[config.mk]
export PLATFORM = sky130hd
export DESIGN_NAME = decode_top
export DESIGN_NICKNAME = d
export VERILOG_FILES = /design/src/logic/decode_pkg.sv /design/src/logic/decode_issue.sv /design/src/logic/decode_top.sv /design/src/logic/op_decoder.sv /design/src/logic/operand_builder.sv
export VERILOG_INCLUDE_DIRS = /design/src /design/src/include
export SDC_FILE = /design/constraint.sdc
export NUM_CORES = 1
export LEC_CHECK = 0
export BUFFER_PORTS_ARGS = -buffer_cell sky130_fd_sc_hd__buf_2
export CAP_MARGIN = 20
export CORE_AREA = 2 2 139 141
export DETAILED_ROUTE_END_ITERATION = 8
export DIE_AREA = 0 0 141 143
export PLACE_DENSITY = 0.83
export SLEW_MARGIN = 15
export SYNTH_ARGS = -nofsm -noshare
export SYNTH_HDL_FRONTEND = slang
export SYNTH_SLANG_ARGS = --single-unit
[constraint.sdc]
create_clock -name clk -period 6 [get_ports clk]
set_input_delay 0.9 -clock clk [delete_from_list [all_inputs] [get_ports clk]]
set_output_delay 0.9 -clock clk [all_outputs]
set_load 0.01 [all_outputs]
[src/include/decode_macros.svh]
// Widths and RV32 major opcode values, included by the decode stage sources and the testbench
`ifndef DECODE_MACROS_SVH
`define DECODE_MACROS_SVH

// Datapath widths
`define XLEN            32
`define REG_ADDR_W      5

// Major opcodes in instr[6:0]
`define OPC_LUI         7'b0110111
`define OPC_AUIPC       7'b0010111
`define OPC_JAL         7'b1101111
`define OPC_JALR        7'b1100111
`define OPC_BRANCH      7'b1100011
`define OPC_LOAD        7'b0000011
`define OPC_STORE       7'b0100011
`define OPC_OP_IMM      7'b0010011
`define OPC_OP          7'b0110011
`define OPC_MISC_MEM    7'b0001111
`define OPC_SYSTEM      7'b1110011

`endif

[src/logic/decode_pkg.sv]
// Word, register index, operation and format types, imported by every decode stage module
`include "decode_macros.svh"

package decode_pkg;

    typedef logic [`XLEN-1:0]       word_t;
    typedef logic [`REG_ADDR_W-1:0] reg_idx_t;

    // Decoded operation, NOP must stay at zero for bubbles
    typedef enum logic [5:0] {
        NOP,
        LUI,
        ADD, SUB,
        SLL, SLT, SLTU,
        XOR, SRL, SRA,
        OR, AND,
        // Control transfer
        BEQ, BNE, BLT, BGE, BLTU, BGEU,
        JAL, JALR,
        // Memory
        LB, LH, LW, LBU, LHU,
        SB, SH, SW,
        // M extension
        MUL, MULH, MULHSU, MULHU,
        DIV, DIVU, REM, REMU,
        // System and CSR access
        ECALL, EBREAK, MRET, WFI,
        CSRRW, CSRRS, CSRRC,
        CSRRWI, CSRRSI, CSRRCI,
        INVALID
    } op_e;

    // Instruction encoding format
    typedef enum logic [2:0] {
        R_TYPE,
        I_TYPE,
        S_TYPE,
        B_TYPE,
        U_TYPE,
        J_TYPE
    } format_e;

endpackage

[src/logic/decode_issue.sv]
// Issue stage of decode; holds the load lock, raises hazard and kill, registers outputs or a bubble
module decode_issue
    import decode_pkg::*;
(
    input  logic        clk,
    input  logic        reset_n,
    input  logic        enable_i,
    input  logic        jumping_i,
    input  logic        rollback_i,
    input  logic        access_fault_i,
    input  logic        illegal_i,
    input  logic        use_rs1_i,
    input  logic        use_rs2_i,
    input  op_e         operation_i,
    input  word_t       pc_i,
    input  word_t       first_operand_i,
    input  word_t       second_operand_i,
    input  word_t       third_operand_i,
    input  reg_idx_t    rs1_i,
    input  reg_idx_t    rs2_i,
    input  reg_idx_t    rd_i,

    output op_e         operation_o,
    output word_t       pc_o,
    output word_t       first_operand_o,
    output word_t       second_operand_o,
    output word_t       third_operand_o,
    output reg_idx_t    rd_o,
    output logic        hazard_o,
    output logic        killed_o,
    output logic        exc_illegal_o,
    output logic        exc_misaligned_o,
    output logic        exc_access_fault_o
);

    logic       is_load;
    logic       is_store;
    logic       killed;
    logic       bubble;
    logic       misaligned;
    reg_idx_t   locked_reg;
    logic       locked_mem;

    assign is_load  = (operation_i inside {LB, LH, LW, LBU, LHU});
    assign is_store = (operation_i inside {SB, SH, SW});

    //////////////////////////////////////////////////
    // Kill and hazard
    //////////////////////////////////////////////////

    assign killed = jumping_i || rollback_i;

    // x0 never locks, so a zero lock means free
    assign hazard_o = !killed &&
                      ((locked_reg != '0 && locked_reg == rs1_i && use_rs1_i) ||
                       (locked_reg != '0 && locked_reg == rs2_i && use_rs2_i) ||
                       (locked_mem && is_load));

    assign bubble     = hazard_o || killed;
    assign misaligned = (pc_i[1:0] != 2'b00);

    //////////////////////////////////////////////////
    // Register lock
    //////////////////////////////////////////////////

    always_ff @(posedge clk or negedge reset_n) begin
        if (!reset_n) begin
            locked_reg <= '0;
            locked_mem <= 1'b0;
        end else if (enable_i) begin
            if (bubble) begin
                locked_reg <= '0;
                locked_mem <= 1'b0;
            end else begin
                locked_reg <= is_load ? rd_i : '0;
                locked_mem <= is_store;
            end
        end
    end

    //////////////////////////////////////////////////
    // Output register
    //////////////////////////////////////////////////

    always_ff @(posedge clk or negedge reset_n) begin
        if (!reset_n) begin
            operation_o        <= NOP;
            pc_o               <= '0;
            first_operand_o    <= '0;
            second_operand_o   <= '0;
            third_operand_o    <= '0;
            rd_o               <= '0;
            killed_o           <= 1'b0;
            exc_illegal_o      <= 1'b0;
            exc_misaligned_o   <= 1'b0;
            exc_access_fault_o <= 1'b0;
        end else if (enable_i) begin
            killed_o <= killed;
            if (bubble) begin
                // Bubble issued as a clean NOP
                operation_o        <= NOP;
                pc_o               <= '0;
                first_operand_o    <= '0;
                second_operand_o   <= '0;
                third_operand_o    <= '0;
                rd_o               <= '0;
                exc_illegal_o      <= 1'b0;
                exc_misaligned_o   <= 1'b0;
                exc_access_fault_o <= 1'b0;
            end else begin
                operation_o        <= operation_i;
                pc_o               <= pc_i;
                first_operand_o    <= first_operand_i;
                second_operand_o   <= second_operand_i;
                third_operand_o    <= third_operand_i;
                rd_o               <= rd_i;
                exc_illegal_o      <= illegal_i;
                exc_misaligned_o   <= misaligned;
                exc_access_fault_o <= access_fault_i;
            end
        end
    end

endmodule

[src/logic/decode_top.sv]
// Decode stage top level; slices instruction fields and joins operation decode, operands and issue
module decode_top
    import decode_pkg::*;
(
    input  logic        clk,
    input  logic        reset_n,
    input  logic        enable_i,

    input  word_t       instruction_i,
    input  word_t       pc_i,
    input  word_t       rs1_data_i,
    input  word_t       rs2_data_i,
    input  word_t       result_i,
    input  word_t       writeback_i,
    input  reg_idx_t    rd_retire_i,
    input  logic        execute_we_i,
    input  logic        regbank_we_i,
    input  logic        jumping_i,
    input  logic        rollback_i,
    input  logic        access_fault_i,

    // Register bank read addresses
    output reg_idx_t    rs1_o,
    output reg_idx_t    rs2_o,

    output op_e         operation_o,
    output word_t       pc_o,
    output word_t       first_operand_o,
    output word_t       second_operand_o,
    output word_t       third_operand_o,
    output reg_idx_t    rd_o,
    output logic        hazard_o,
    output logic        killed_o,
    output logic        exc_illegal_o,
    output logic        exc_misaligned_o,
    output logic        exc_access_fault_o
);

    reg_idx_t   rd;
    op_e        operation;
    logic       illegal;
    word_t      first_operand;
    word_t      second_operand;
    word_t      third_operand;
    logic       use_rs1;
    logic       use_rs2;

    assign rs1_o = instruction_i[19:15];
    assign rs2_o = instruction_i[24:20];
    assign rd    = instruction_i[11:7];

    op_decoder u_op (
        .instr_i     (instruction_i),
        .operation_o (operation),
        .illegal_o   (illegal)
    );

    // rd_o is the destination now in execute
    operand_builder u_opnd (
        .instr_i          (instruction_i),
        .pc_i             (pc_i),
        .rs1_data_i       (rs1_data_i),
        .rs2_data_i       (rs2_data_i),
        .result_i         (result_i),
        .writeback_i      (writeback_i),
        .rd_exec_i        (rd_o),
        .rd_retire_i      (rd_retire_i),
        .execute_we_i     (execute_we_i),
        .regbank_we_i     (regbank_we_i),
        .first_operand_o  (first_operand),
        .second_operand_o (second_operand),
        .third_operand_o  (third_operand),
        .use_rs1_o        (use_rs1),
        .use_rs2_o        (use_rs2)
    );

    decode_issue u_issue (
        .clk                (clk),
        .reset_n            (reset_n),
        .enable_i           (enable_i),
        .jumping_i          (jumping_i),
        .rollback_i         (rollback_i),
        .access_fault_i     (access_fault_i),
        .illegal_i          (illegal),
        .use_rs1_i          (use_rs1),
        .use_rs2_i          (use_rs2),
        .operation_i        (operation),
        .pc_i               (pc_i),
        .first_operand_i    (first_operand),
        .second_operand_i   (second_operand),
        .third_operand_i    (third_operand),
        .rs1_i              (rs1_o),
        .rs2_i              (rs2_o),
        .rd_i               (rd),
        .operation_o        (operation_o),
        .pc_o               (pc_o),
        .first_operand_o    (first_operand_o),
        .second_operand_o   (second_operand_o),
        .third_operand_o    (third_operand_o),
        .rd_o               (rd_o),
        .hazard_o           (hazard_o),
        .killed_o           (killed_o),
        .exc_illegal_o      (exc_illegal_o),
        .exc_misaligned_o   (exc_misaligned_o),
        .exc_access_fault_o (exc_access_fault_o)
    );

endmodule

[src/logic/op_decoder.sv]
// Combinational RV32IM operation decoder; maps one instruction word to op_e and an illegal flag
`include "decode_macros.svh"

module op_decoder
    import decode_pkg::*;
(
    input  word_t   instr_i,
    output op_e     operation_o,
    output logic    illegal_o
);

    logic [6:0] opcode;
    logic [2:0] funct3;
    logic [6:0] funct7;

    assign opcode = instr_i[6:0];
    assign funct3 = instr_i[14:12];
    assign funct7 = instr_i[31:25];

    //////////////////////////////////////////////////
    // Per-opcode tables
    //////////////////////////////////////////////////

    op_e op_branch;
    op_e op_load;
    op_e op_store;
    op_e op_imm;
    op_e op_reg;
    op_e op_system;

    always_comb begin
        case (funct3)
            3'b000:  op_branch = BEQ;
            3'b001:  op_branch = BNE;
            3'b100:  op_branch = BLT;
            3'b101:  op_branch = BGE;
            3'b110:  op_branch = BLTU;
            3'b111:  op_branch = BGEU;
            default: op_branch = INVALID;
        endcase
    end

    always_comb begin
        case (funct3)
            3'b000:  op_load = LB;
            3'b001:  op_load = LH;
            3'b010:  op_load = LW;
            3'b100:  op_load = LBU;
            3'b101:  op_load = LHU;
            default: op_load = INVALID;
        endcase
    end

    always_comb begin
        case (funct3)
            3'b000:  op_store = SB;
            3'b001:  op_store = SH;
            3'b010:  op_store = SW;
            default: op_store = INVALID;
        endcase
    end

    // Shift immediates keep funct7 as part of the encoding
    always_comb begin
        case (funct3)
            3'b000:  op_imm = ADD;
            3'b001:  op_imm = (funct7 == 7'b0000000) ? SLL : INVALID;
            3'b010:  op_imm = SLT;
            3'b011:  op_imm = SLTU;
            3'b100:  op_imm = XOR;
            3'b101:  op_imm = (funct7 == 7'b0000000) ? SRL :
                              (funct7 == 7'b0100000) ? SRA : INVALID;
            3'b110:  op_imm = OR;
            default: op_imm = AND;
        endcase
    end

    // Base ALU ops and M extension share the OP opcode
    always_comb begin
        case ({funct7, funct3})
            10'b0000000_000: op_reg = ADD;
            10'b0100000_000: op_reg = SUB;
            10'b0000000_001: op_reg = SLL;
            10'b0000000_010: op_reg = SLT;
            10'b0000000_011: op_reg = SLTU;
            10'b0000000_100: op_reg = XOR;
            10'b0000000_101: op_reg = SRL;
            10'b0100000_101: op_reg = SRA;
            10'b0000000_110: op_reg = OR;
            10'b0000000_111: op_reg = AND;
            10'b0000001_000: op_reg = MUL;
            10'b0000001_001: op_reg = MULH;
            10'b0000001_010: op_reg = MULHSU;
            10'b0000001_011: op_reg = MULHU;
            10'b0000001_100: op_reg = DIV;
            10'b0000001_101: op_reg = DIVU;
            10'b0000001_110: op_reg = REM;
            10'b0000001_111: op_reg = REMU;
            default:         op_reg = INVALID;
        endcase
    end

    // Privileged ops need rs1 and rd zero; CSR ops are selected by funct3
    always_comb begin
        case (funct3)
            3'b000: begin
                case (instr_i[31:7])
                    25'h0000000: op_system = ECALL;
                    25'h0002000: op_system = EBREAK;
                    25'h0604000: op_system = MRET;
                    25'h020A000: op_system = WFI;
                    default:     op_system = INVALID;
                endcase
            end
            3'b001:  op_system = CSRRW;
            3'b010:  op_system = CSRRS;
            3'b011:  op_system = CSRRC;
            3'b101:  op_system = CSRRWI;
            3'b110:  op_system = CSRRSI;
            3'b111:  op_system = CSRRCI;
            default: op_system = INVALID;
        endcase
    end

    //////////////////////////////////////////////////
    // Opcode select
    //////////////////////////////////////////////////

    always_comb begin
        case (opcode)
            `OPC_LUI:      operation_o = LUI;
            `OPC_AUIPC:    operation_o = ADD;
            `OPC_JAL:      operation_o = JAL;
            `OPC_JALR:     operation_o = (funct3 == 3'b000) ? JALR : INVALID;
            `OPC_BRANCH:   operation_o = op_branch;
            `OPC_LOAD:     operation_o = op_load;
            `OPC_STORE:    operation_o = op_store;
            `OPC_OP_IMM:   operation_o = op_imm;
            `OPC_OP:       operation_o = op_reg;
            // FENCE only, issued as a NOP
            `OPC_MISC_MEM: operation_o = (funct3 == 3'b000) ? NOP : INVALID;
            `OPC_SYSTEM:   operation_o = op_system;
            default:       operation_o = INVALID;
        endcase
    end

    assign illegal_o = (operation_o == INVALID);

endmodule

[src/logic/operand_builder.sv]
// Combinational operand path; builds the immediate, forwards register data, selects operands
`include "decode_macros.svh"

module operand_builder
    import decode_pkg::*;
(
    input  word_t       instr_i,
    input  word_t       pc_i,
    input  word_t       rs1_data_i,
    input  word_t       rs2_data_i,
    input  word_t       result_i,
    input  word_t       writeback_i,
    input  reg_idx_t    rd_exec_i,
    input  reg_idx_t    rd_retire_i,
    input  logic        execute_we_i,
    input  logic        regbank_we_i,

    output word_t       first_operand_o,
    output word_t       second_operand_o,
    output word_t       third_operand_o,
    output logic        use_rs1_o,
    output logic        use_rs2_o
);

    reg_idx_t   rs1;
    reg_idx_t   rs2;
    format_e    format;

    assign rs1 = instr_i[19:15];
    assign rs2 = instr_i[24:20];

    //////////////////////////////////////////////////
    // Format and immediate
    //////////////////////////////////////////////////

    // OP, SYSTEM and MISC-MEM fall into R
    always_comb begin
        case (instr_i[6:0])
            `OPC_JALR, `OPC_LOAD, `OPC_OP_IMM: format = I_TYPE;
            `OPC_STORE:                        format = S_TYPE;
            `OPC_BRANCH:                       format = B_TYPE;
            `OPC_LUI, `OPC_AUIPC:              format = U_TYPE;
            `OPC_JAL:                          format = J_TYPE;
            default:                           format = R_TYPE;
        endcase
    end

    word_t imm;

    always_comb begin
        case (format)
            I_TYPE:  imm = {{21{instr_i[31]}}, instr_i[30:20]};
            S_TYPE:  imm = {{21{instr_i[31]}}, instr_i[30:25], instr_i[11:7]};
            B_TYPE:  imm = {{20{instr_i[31]}}, instr_i[7], instr_i[30:25],
                            instr_i[11:8], 1'b0};
            U_TYPE:  imm = {instr_i[31:12], 12'b0};
            J_TYPE:  imm = {{12{instr_i[31]}}, instr_i[19:12], instr_i[20],
                            instr_i[30:21], 1'b0};
            default: imm = '0;
        endcase
    end

    //////////////////////////////////////////////////
    // Forwarding, execute before retire before bank
    //////////////////////////////////////////////////

    word_t rs1_fwd;
    word_t rs2_fwd;

    always_comb begin
        if (rs1 == rd_exec_i && execute_we_i) begin
            rs1_fwd = result_i;
        end else if (rs1 == rd_retire_i && regbank_we_i) begin
            rs1_fwd = writeback_i;
        end else begin
            rs1_fwd = rs1_data_i;
        end
    end

    always_comb begin
        if (rs2 == rd_exec_i && execute_we_i) begin
            rs2_fwd = result_i;
        end else if (rs2 == rd_retire_i && regbank_we_i) begin
            rs2_fwd = writeback_i;
        end else begin
            rs2_fwd = rs2_data_i;
        end
    end

    //////////////////////////////////////////////////
    // Operand select
    //////////////////////////////////////////////////

    assign first_operand_o  = (format == U_TYPE || format == J_TYPE) ? pc_i : rs1_fwd;
    assign second_operand_o = (format == R_TYPE || format == B_TYPE) ? rs2_fwd : imm;
    assign third_operand_o  = (format == S_TYPE) ? rs2_fwd : imm;

    // Register use, feeds the load-use check
    assign use_rs1_o = (format != U_TYPE) && (format != J_TYPE);
    assign use_rs2_o = (format == R_TYPE) || (format == B_TYPE) || (format == S_TYPE);

endmodule
======== Yosys cells after proc, flatten, opt, wreduce, memory -nomap -nowiden ========
Cells that the tools add are included.
storage, ports and cells
  output and inout port bits .............. 154
  bits of input ports ..................... 205
  memories kept ........................... 0
  latch bits .............................. 0
  RAM bits ................................ 0
  bits in read-only memories .............. 0
  register bits after elaboration ......... 149
operators by class
  eq/ne operators ......................... 61
  muxes and demuxes ....................... 34
  divide/modulo/power cells ............... 0
  add/sub/neg operators ................... 0
  shift-type cells ........................ 0
  $mul .................................... 0
  order comparisons ....................... 0
  reduce and logical (&&, ||, !) cells .... 30
  bitwise logic cells ..................... 0
operators with widths
  operator              number
  $mux 32               11
  $pmux 32 s5           1
  $pmux 6 s18           1
  $eq 10x4->1 const B   8
  $pmux 6 s11           1
  $eq 6x5->1 const B    8
  $pmux 6 s7            1
  $eq 10x3->1 const B   4
  $mux 6                6
  $pmux 6 s6            1
  $eq 5x5->1            6
  $pmux 6 s5            1
  $eq 7x6->1 const B    4
  $eq 7x7->1 const B    4
  $pmux 4 s7            1
  $eq 25x14->1 const B  1
  $eq 25x22->1 const B  1
  $eq 25x23->1 const B  1
  $logic_not 25->1      1
  $eq 10x2->1 const B   2
  $eq 10x9->1 const B   2
  $eq 3x3->1 const B    6
  $pmux 6 s3            1
  $pmux 4 s4            1
  other kinds (22)      51

======== Longest topological paths before layout ========
  depth in word-level cells ............... 12
  gate-level depth with buffers ........... 10
  gate-level depth less buffers ........... 7

======== Modules after synthesis ========
Synthesis repeated with hierarchy kept, for this count alone.
second synthesis, totals
  cells, all modules ...................... 1,038
  area, all modules ....................... 9,739.3 um2
modules (own cells, without submodules)
  module           cells each  sequential area each (um2)  area an instance (um2)  instances
  decode_issue     374         3,728.6                     5,480.3                 1
  operand_builder  481         0.0                         3,106.7                 1
  op_decoder       173         0.0                         1,077.3                 1
  decode_top       10          0.0                         75.1                    1

======== Worst setup path after synthesis ========
No wires, ideal clock.
  path kind ............................... input to output
  start ................................... in instruction_i[6]
  end ..................................... out hazard_o
  path slack .............................. 2,804 ps
  buffers on the path ..................... 1
  stages .................................. 5
  data required time ...................... 5,100 ps
  arrival time ............................ 2,296 ps
  cell sequence ........................... buf_2 or3_4 a211oi_1 nand2_1 a211oi_1
on the way
  cells in the longest elaborated chain, start to end .. 10
  elaborated cells between the ends (all ways) .. 35
  classes of those cells .................. eq/ne (20); mux (2); reduce/logical (13)
RTL lines
  element                                             RTL line                                  text
  from (decl)                                         decode_top.sv:9                           input word_t instruction_i,
  $eq 7x7->1, or another cell as far along            op_decoder.sv:130, operand_builder.sv:38
  $reduce_or 3->1 or $reduce_or 2->1 (tied branches)  operand_builder.sv:38                     case (instr_i[6:0])
  $pmux 3 s5                                          operand_builder.sv:38
  $eq 3x2->1 or $logic_not 3->1 (tied branches)       operand_builder.sv:100                    assign use_rs2_o = (format == R_TYPE) || (format == B_TYPE) || (format == S_TYPE);
  $logic_or 1x1->1 (2 in a row)                       operand_builder.sv:100
  $logic_and 1x1->1                                   decode_issue.sv:56                        (locked_reg != '0 && locked_reg == rs2_i && use_rs2_i) ||
  $logic_or 1x1->1                                    decode_issue.sv:55                        ((locked_reg != '0 && locked_reg == rs1_i && use_rs1_i) ||
  $logic_or 1x1->1 *                                  decode_issue.sv:56
  $logic_and 1x1->1 *                                 decode_issue.sv:54                        assign hazard_o = !killed &&
  to (decl)                                           decode_top.sv:32                          output logic hazard_o,
Mark *: on every way between the ends. The rest lies on a longest branch, timed or not.

======== Worst setup path after layout ========
  start ................................... in instruction_i[2]
  end ..................................... out hazard_o
Same word-level chain as after synthesis.

==> results.py <==
metrics = {
    "outcome": {
        "status": "complete, no violations",
    },
    "synthesis": {
        "yosysWarnings": 0,
        "ys_ff_latch": 149,
        "synth-edff-count": 0,
        "yosysSeqAreaShare_pct": 39.7,
        "syn_inst": 1007,
        "synth_cell_types": 66,
        "avgSynthCellArea_um2": 9.33,
        "mappedNetlistArea_mm2": 0.00939,
        "async_reset_ff_share_pct": 100,
        "syn_nets": 1212,
        "synthFlopType": "dfrtp_1",
    },
    "routing": {
        "drtIter0Drc": 895,
        "route.detailed.drc": 0,
        "wirelength_mm": 35.0,
        "first_pass_iters": 5,
        "viasPerCell": 6.26,
        "wl_per_cell_um": 22.9,
        "vias": 9588,
        "drtAntennaViolNets": 0,
    },
    "hold_path": {
        "worstHoldPathType": "reg -> reg",
        "hold_start": "u_issue.first_operand_o[9]",
        "holdPathEnd": "u_issue.first_operand_o[9]",
        "holdPathStages": 1,
    },
    "die": {
        "core_mm2": 0.0186,
        "boundaryPins": 359,
        "rows": 50,
        "initial_core_util_pct": 50.5,
        "fp.dieH_um": 143,
        "die_x_um": 141,
        "dieArea_mm2": 0.0202,
    },
    "global_route": {
        "overflow": 0,
        "grt_use_total_pct": 33.8,
        "grt_pass1_vias": 9200,
        "grt_pass1_wl_mm": 52.2,
        "grt_max_degree": 107,
        "antenna_found_initial": 0,
    },
    "power_and_ir_drop": {
        "combPwrFrac_pct": 17.3,
        "power.switching_uw": 807,
        "p_per_area_mw_per_mm2": 227,
        "clkPwrFrac_pct": 41.9,
        "p_int_mw": 1.85,
        "p_sw_share_pct": 30.4,
        "p_leak_nw": 5.61,
        "p_total_mw": 2.65,
        "ir_worst_vdd_mv": 0.193,
        "seq_power_share_pct": 40.8,
    },
    "layout": {
        "seq_area_mm2": 0.00373,
        "nNetsFinal": 1489,
        "fillCellCount": 1618,
        "n_antenna_cell": 0,
        "multi_input_area_mm2": 0.00513,
        "utilization_pct": 62.9,
        "drive_gt1_share_pct": 32.4,
        "final_cell_mix": "357 x buf_2, 149 x dfrtp_1, 102 x o2bb2ai_1",
        "layout_commonest_cell": "buf_2",
        "area_delta_synth_final_pct": 24.4,
    },
    "setup_path": {
        "worstPathArrival_ps": 2980,
        "reg2reg_slack_ps": 3020,
        "startpoint_type": "input pin",
        "rr_endpoint": "u_issue.first_operand_o[20]",
        "criticalPathCategory": "in -> out",
        "critical_path.max_stage_delay_ps": 630,
        "r2r_cells": 7,
        "critPathRequiredTime_ps": 5100,
        "endpoint_kind": "output port",
        "path_max_fanout": 14,
        "r2r-start": "u_issue.locked_reg[3]",
        "path_cells": "buf_2 > nand4bb_1 > a211oi_1 > nand2_1 > a211oi_1 > buf_2",
        "path_buf_inv": 2,
        "cp_top_family": "compound AO/OA/AOI/OAI gates",
        "slowest_stage": "a211oi_1",
    },
    "sta": {
        "hold_violations": 0,
        "fin_crit_sh_pct": 64.7,
        "slew_viol_final": 0,
        "tns_ps": 0,
        "setup_viol": 0,
        "rsz0062_at_grt": "false",
        "skew_ps": 10.2,
        "fin_hold_ws_ps": 486,
        "fmax_ghz": 0.257,
        "worst_slew_pin_slew_ps": 1080,
        "slew_headroom_pct": 27.9,
        "finalCriticalPeriod_ps": 3880,
    },
    "clock_tree": {
        "clk_latency_ps": 430,
        "cts.sinks": 149,
        "clkTransAtPathRegs_ps": 70,
        "numCtsBuffers": 17,
        "post_cts_resized": 0,
        "post-cts-setup-buffers": 0,
        "cts_tree": "done",
        "clockRootBuffer": "clkbuf_16",
        "htreeDepth": 4,
        "ctsHoldBuffers": 0,
        "cts_max_path_buffers": 2,
    },
    "place": {
        "place.gp.congestion": 0.954,
        "place_hpwl_mm": 25.8,
        "portBuffers": 358,
    },
    "flow_run": {
        "max_cap_violations": 0,
    },
}
through the flow:
step | worst slack [ps] | cell area, um2 | cells
final | 2120 | 11700 | 1531
after global routing | 1960 | 11700 | 1531
after CTS | 2150 | 11700 | 1531
after detailed placement | 2070 | 11100 | 1499
after global placement | 2140 | 11100 | 1499
after floorplan | 2800 | 9390 | 1007
how the worst max path moves through the flow:
| stage | to | from | cells after the start | slack, ps |
|---|---|---|---|---|
| after floorplan | hazard_o | instruction_i[6] | 5 | 2800 |
| after global placement | u_issue.second_operand_o[0] | instruction_i[6] | 8 | 2140 |
| after detailed placement | u_issue.second_operand_o[0] | instruction_i[6] | 8 | 2070 |
| after CTS | hazard_o | instruction_i[2] | 6 | 2150 |
| after global routing | hazard_o | instruction_i[2] | 6 | 1960 |
| final | hazard_o | instruction_i[2] | 6 | 2120 |
layer usage:
metal | up-vias | global-route usage [%] | share of wire (%)
li1 | 4344 | - | -
met1 | 4594 | 43.2 | 39
met2 | 570 | 54.5 | 47
met3 | 80 | 8.95 | 9.6
met4 | 0 | 14.6 | 3.7
met5 | - | 0 | 0
cell type report:
class | instances | area share, %
Clock buffer | 19 | 3.88
Clock inverter | 13 | 1.34
Inverter | 7 | 0.246
Multi-Input combinational cell | 738 | 43.9
Sequential cell | 149 | 31.9
Tap cell | 234 | 2.51
Timing Repair Buffer | 371 | 16.2
power groups by stage:
stage | Clock [mW] | Sequential [mW] | Combinational, mW
2_1_floorplan | 0 | 1.12 | 0.213
3_3_place_gp | 0 | 1.10 | 0.449
3_5_place_dp | 0 | 1.10 | 0.456
4_1_cts | 1.12 | 1.08 | 0.457
5_1_grt | 1.16 | 1.09 | 0.496
6_report | 1.11 | 1.08 | 0.460
kinds of logic (layout without fill, tap and decap cells):
group	count (synthesis)	count (layout)	synth area share, %
buf+inv	120	410	6.13
xor+xnor	33	33	3.08
compound gates	383	383	29.4
simple gates	231	231	12.0
flops	149	149	39.7
mux	91	91	9.70
synth_stat cells, types with 13 or more instances:
master | number | area share [%]
nor2_1 | 82 | 3.3
and3_1 | 17 | 1.1
nor3_1 | 17 | 0.91
o21ai_0 | 48 | 2.6
xor2_1 | 26 | 2.4
buf_4 | 16 | 1.3
buf_2 | 33 | 1.8
a211oi_1 | 36 | 2.9
a22o_1 | 46 | 4.3
a21oi_1 | 90 | 4.8
nand2_1 | 50 | 2.0
dfrtp_1 | 149 | 40
o2bb2ai_1 | 102 | 9.5
a21o_1 | 13 | 1.0
clkbuf_1 | 58 | 2.3
mux2i_1 | 91 | 9.7
(Power assumes the default switching activity.)
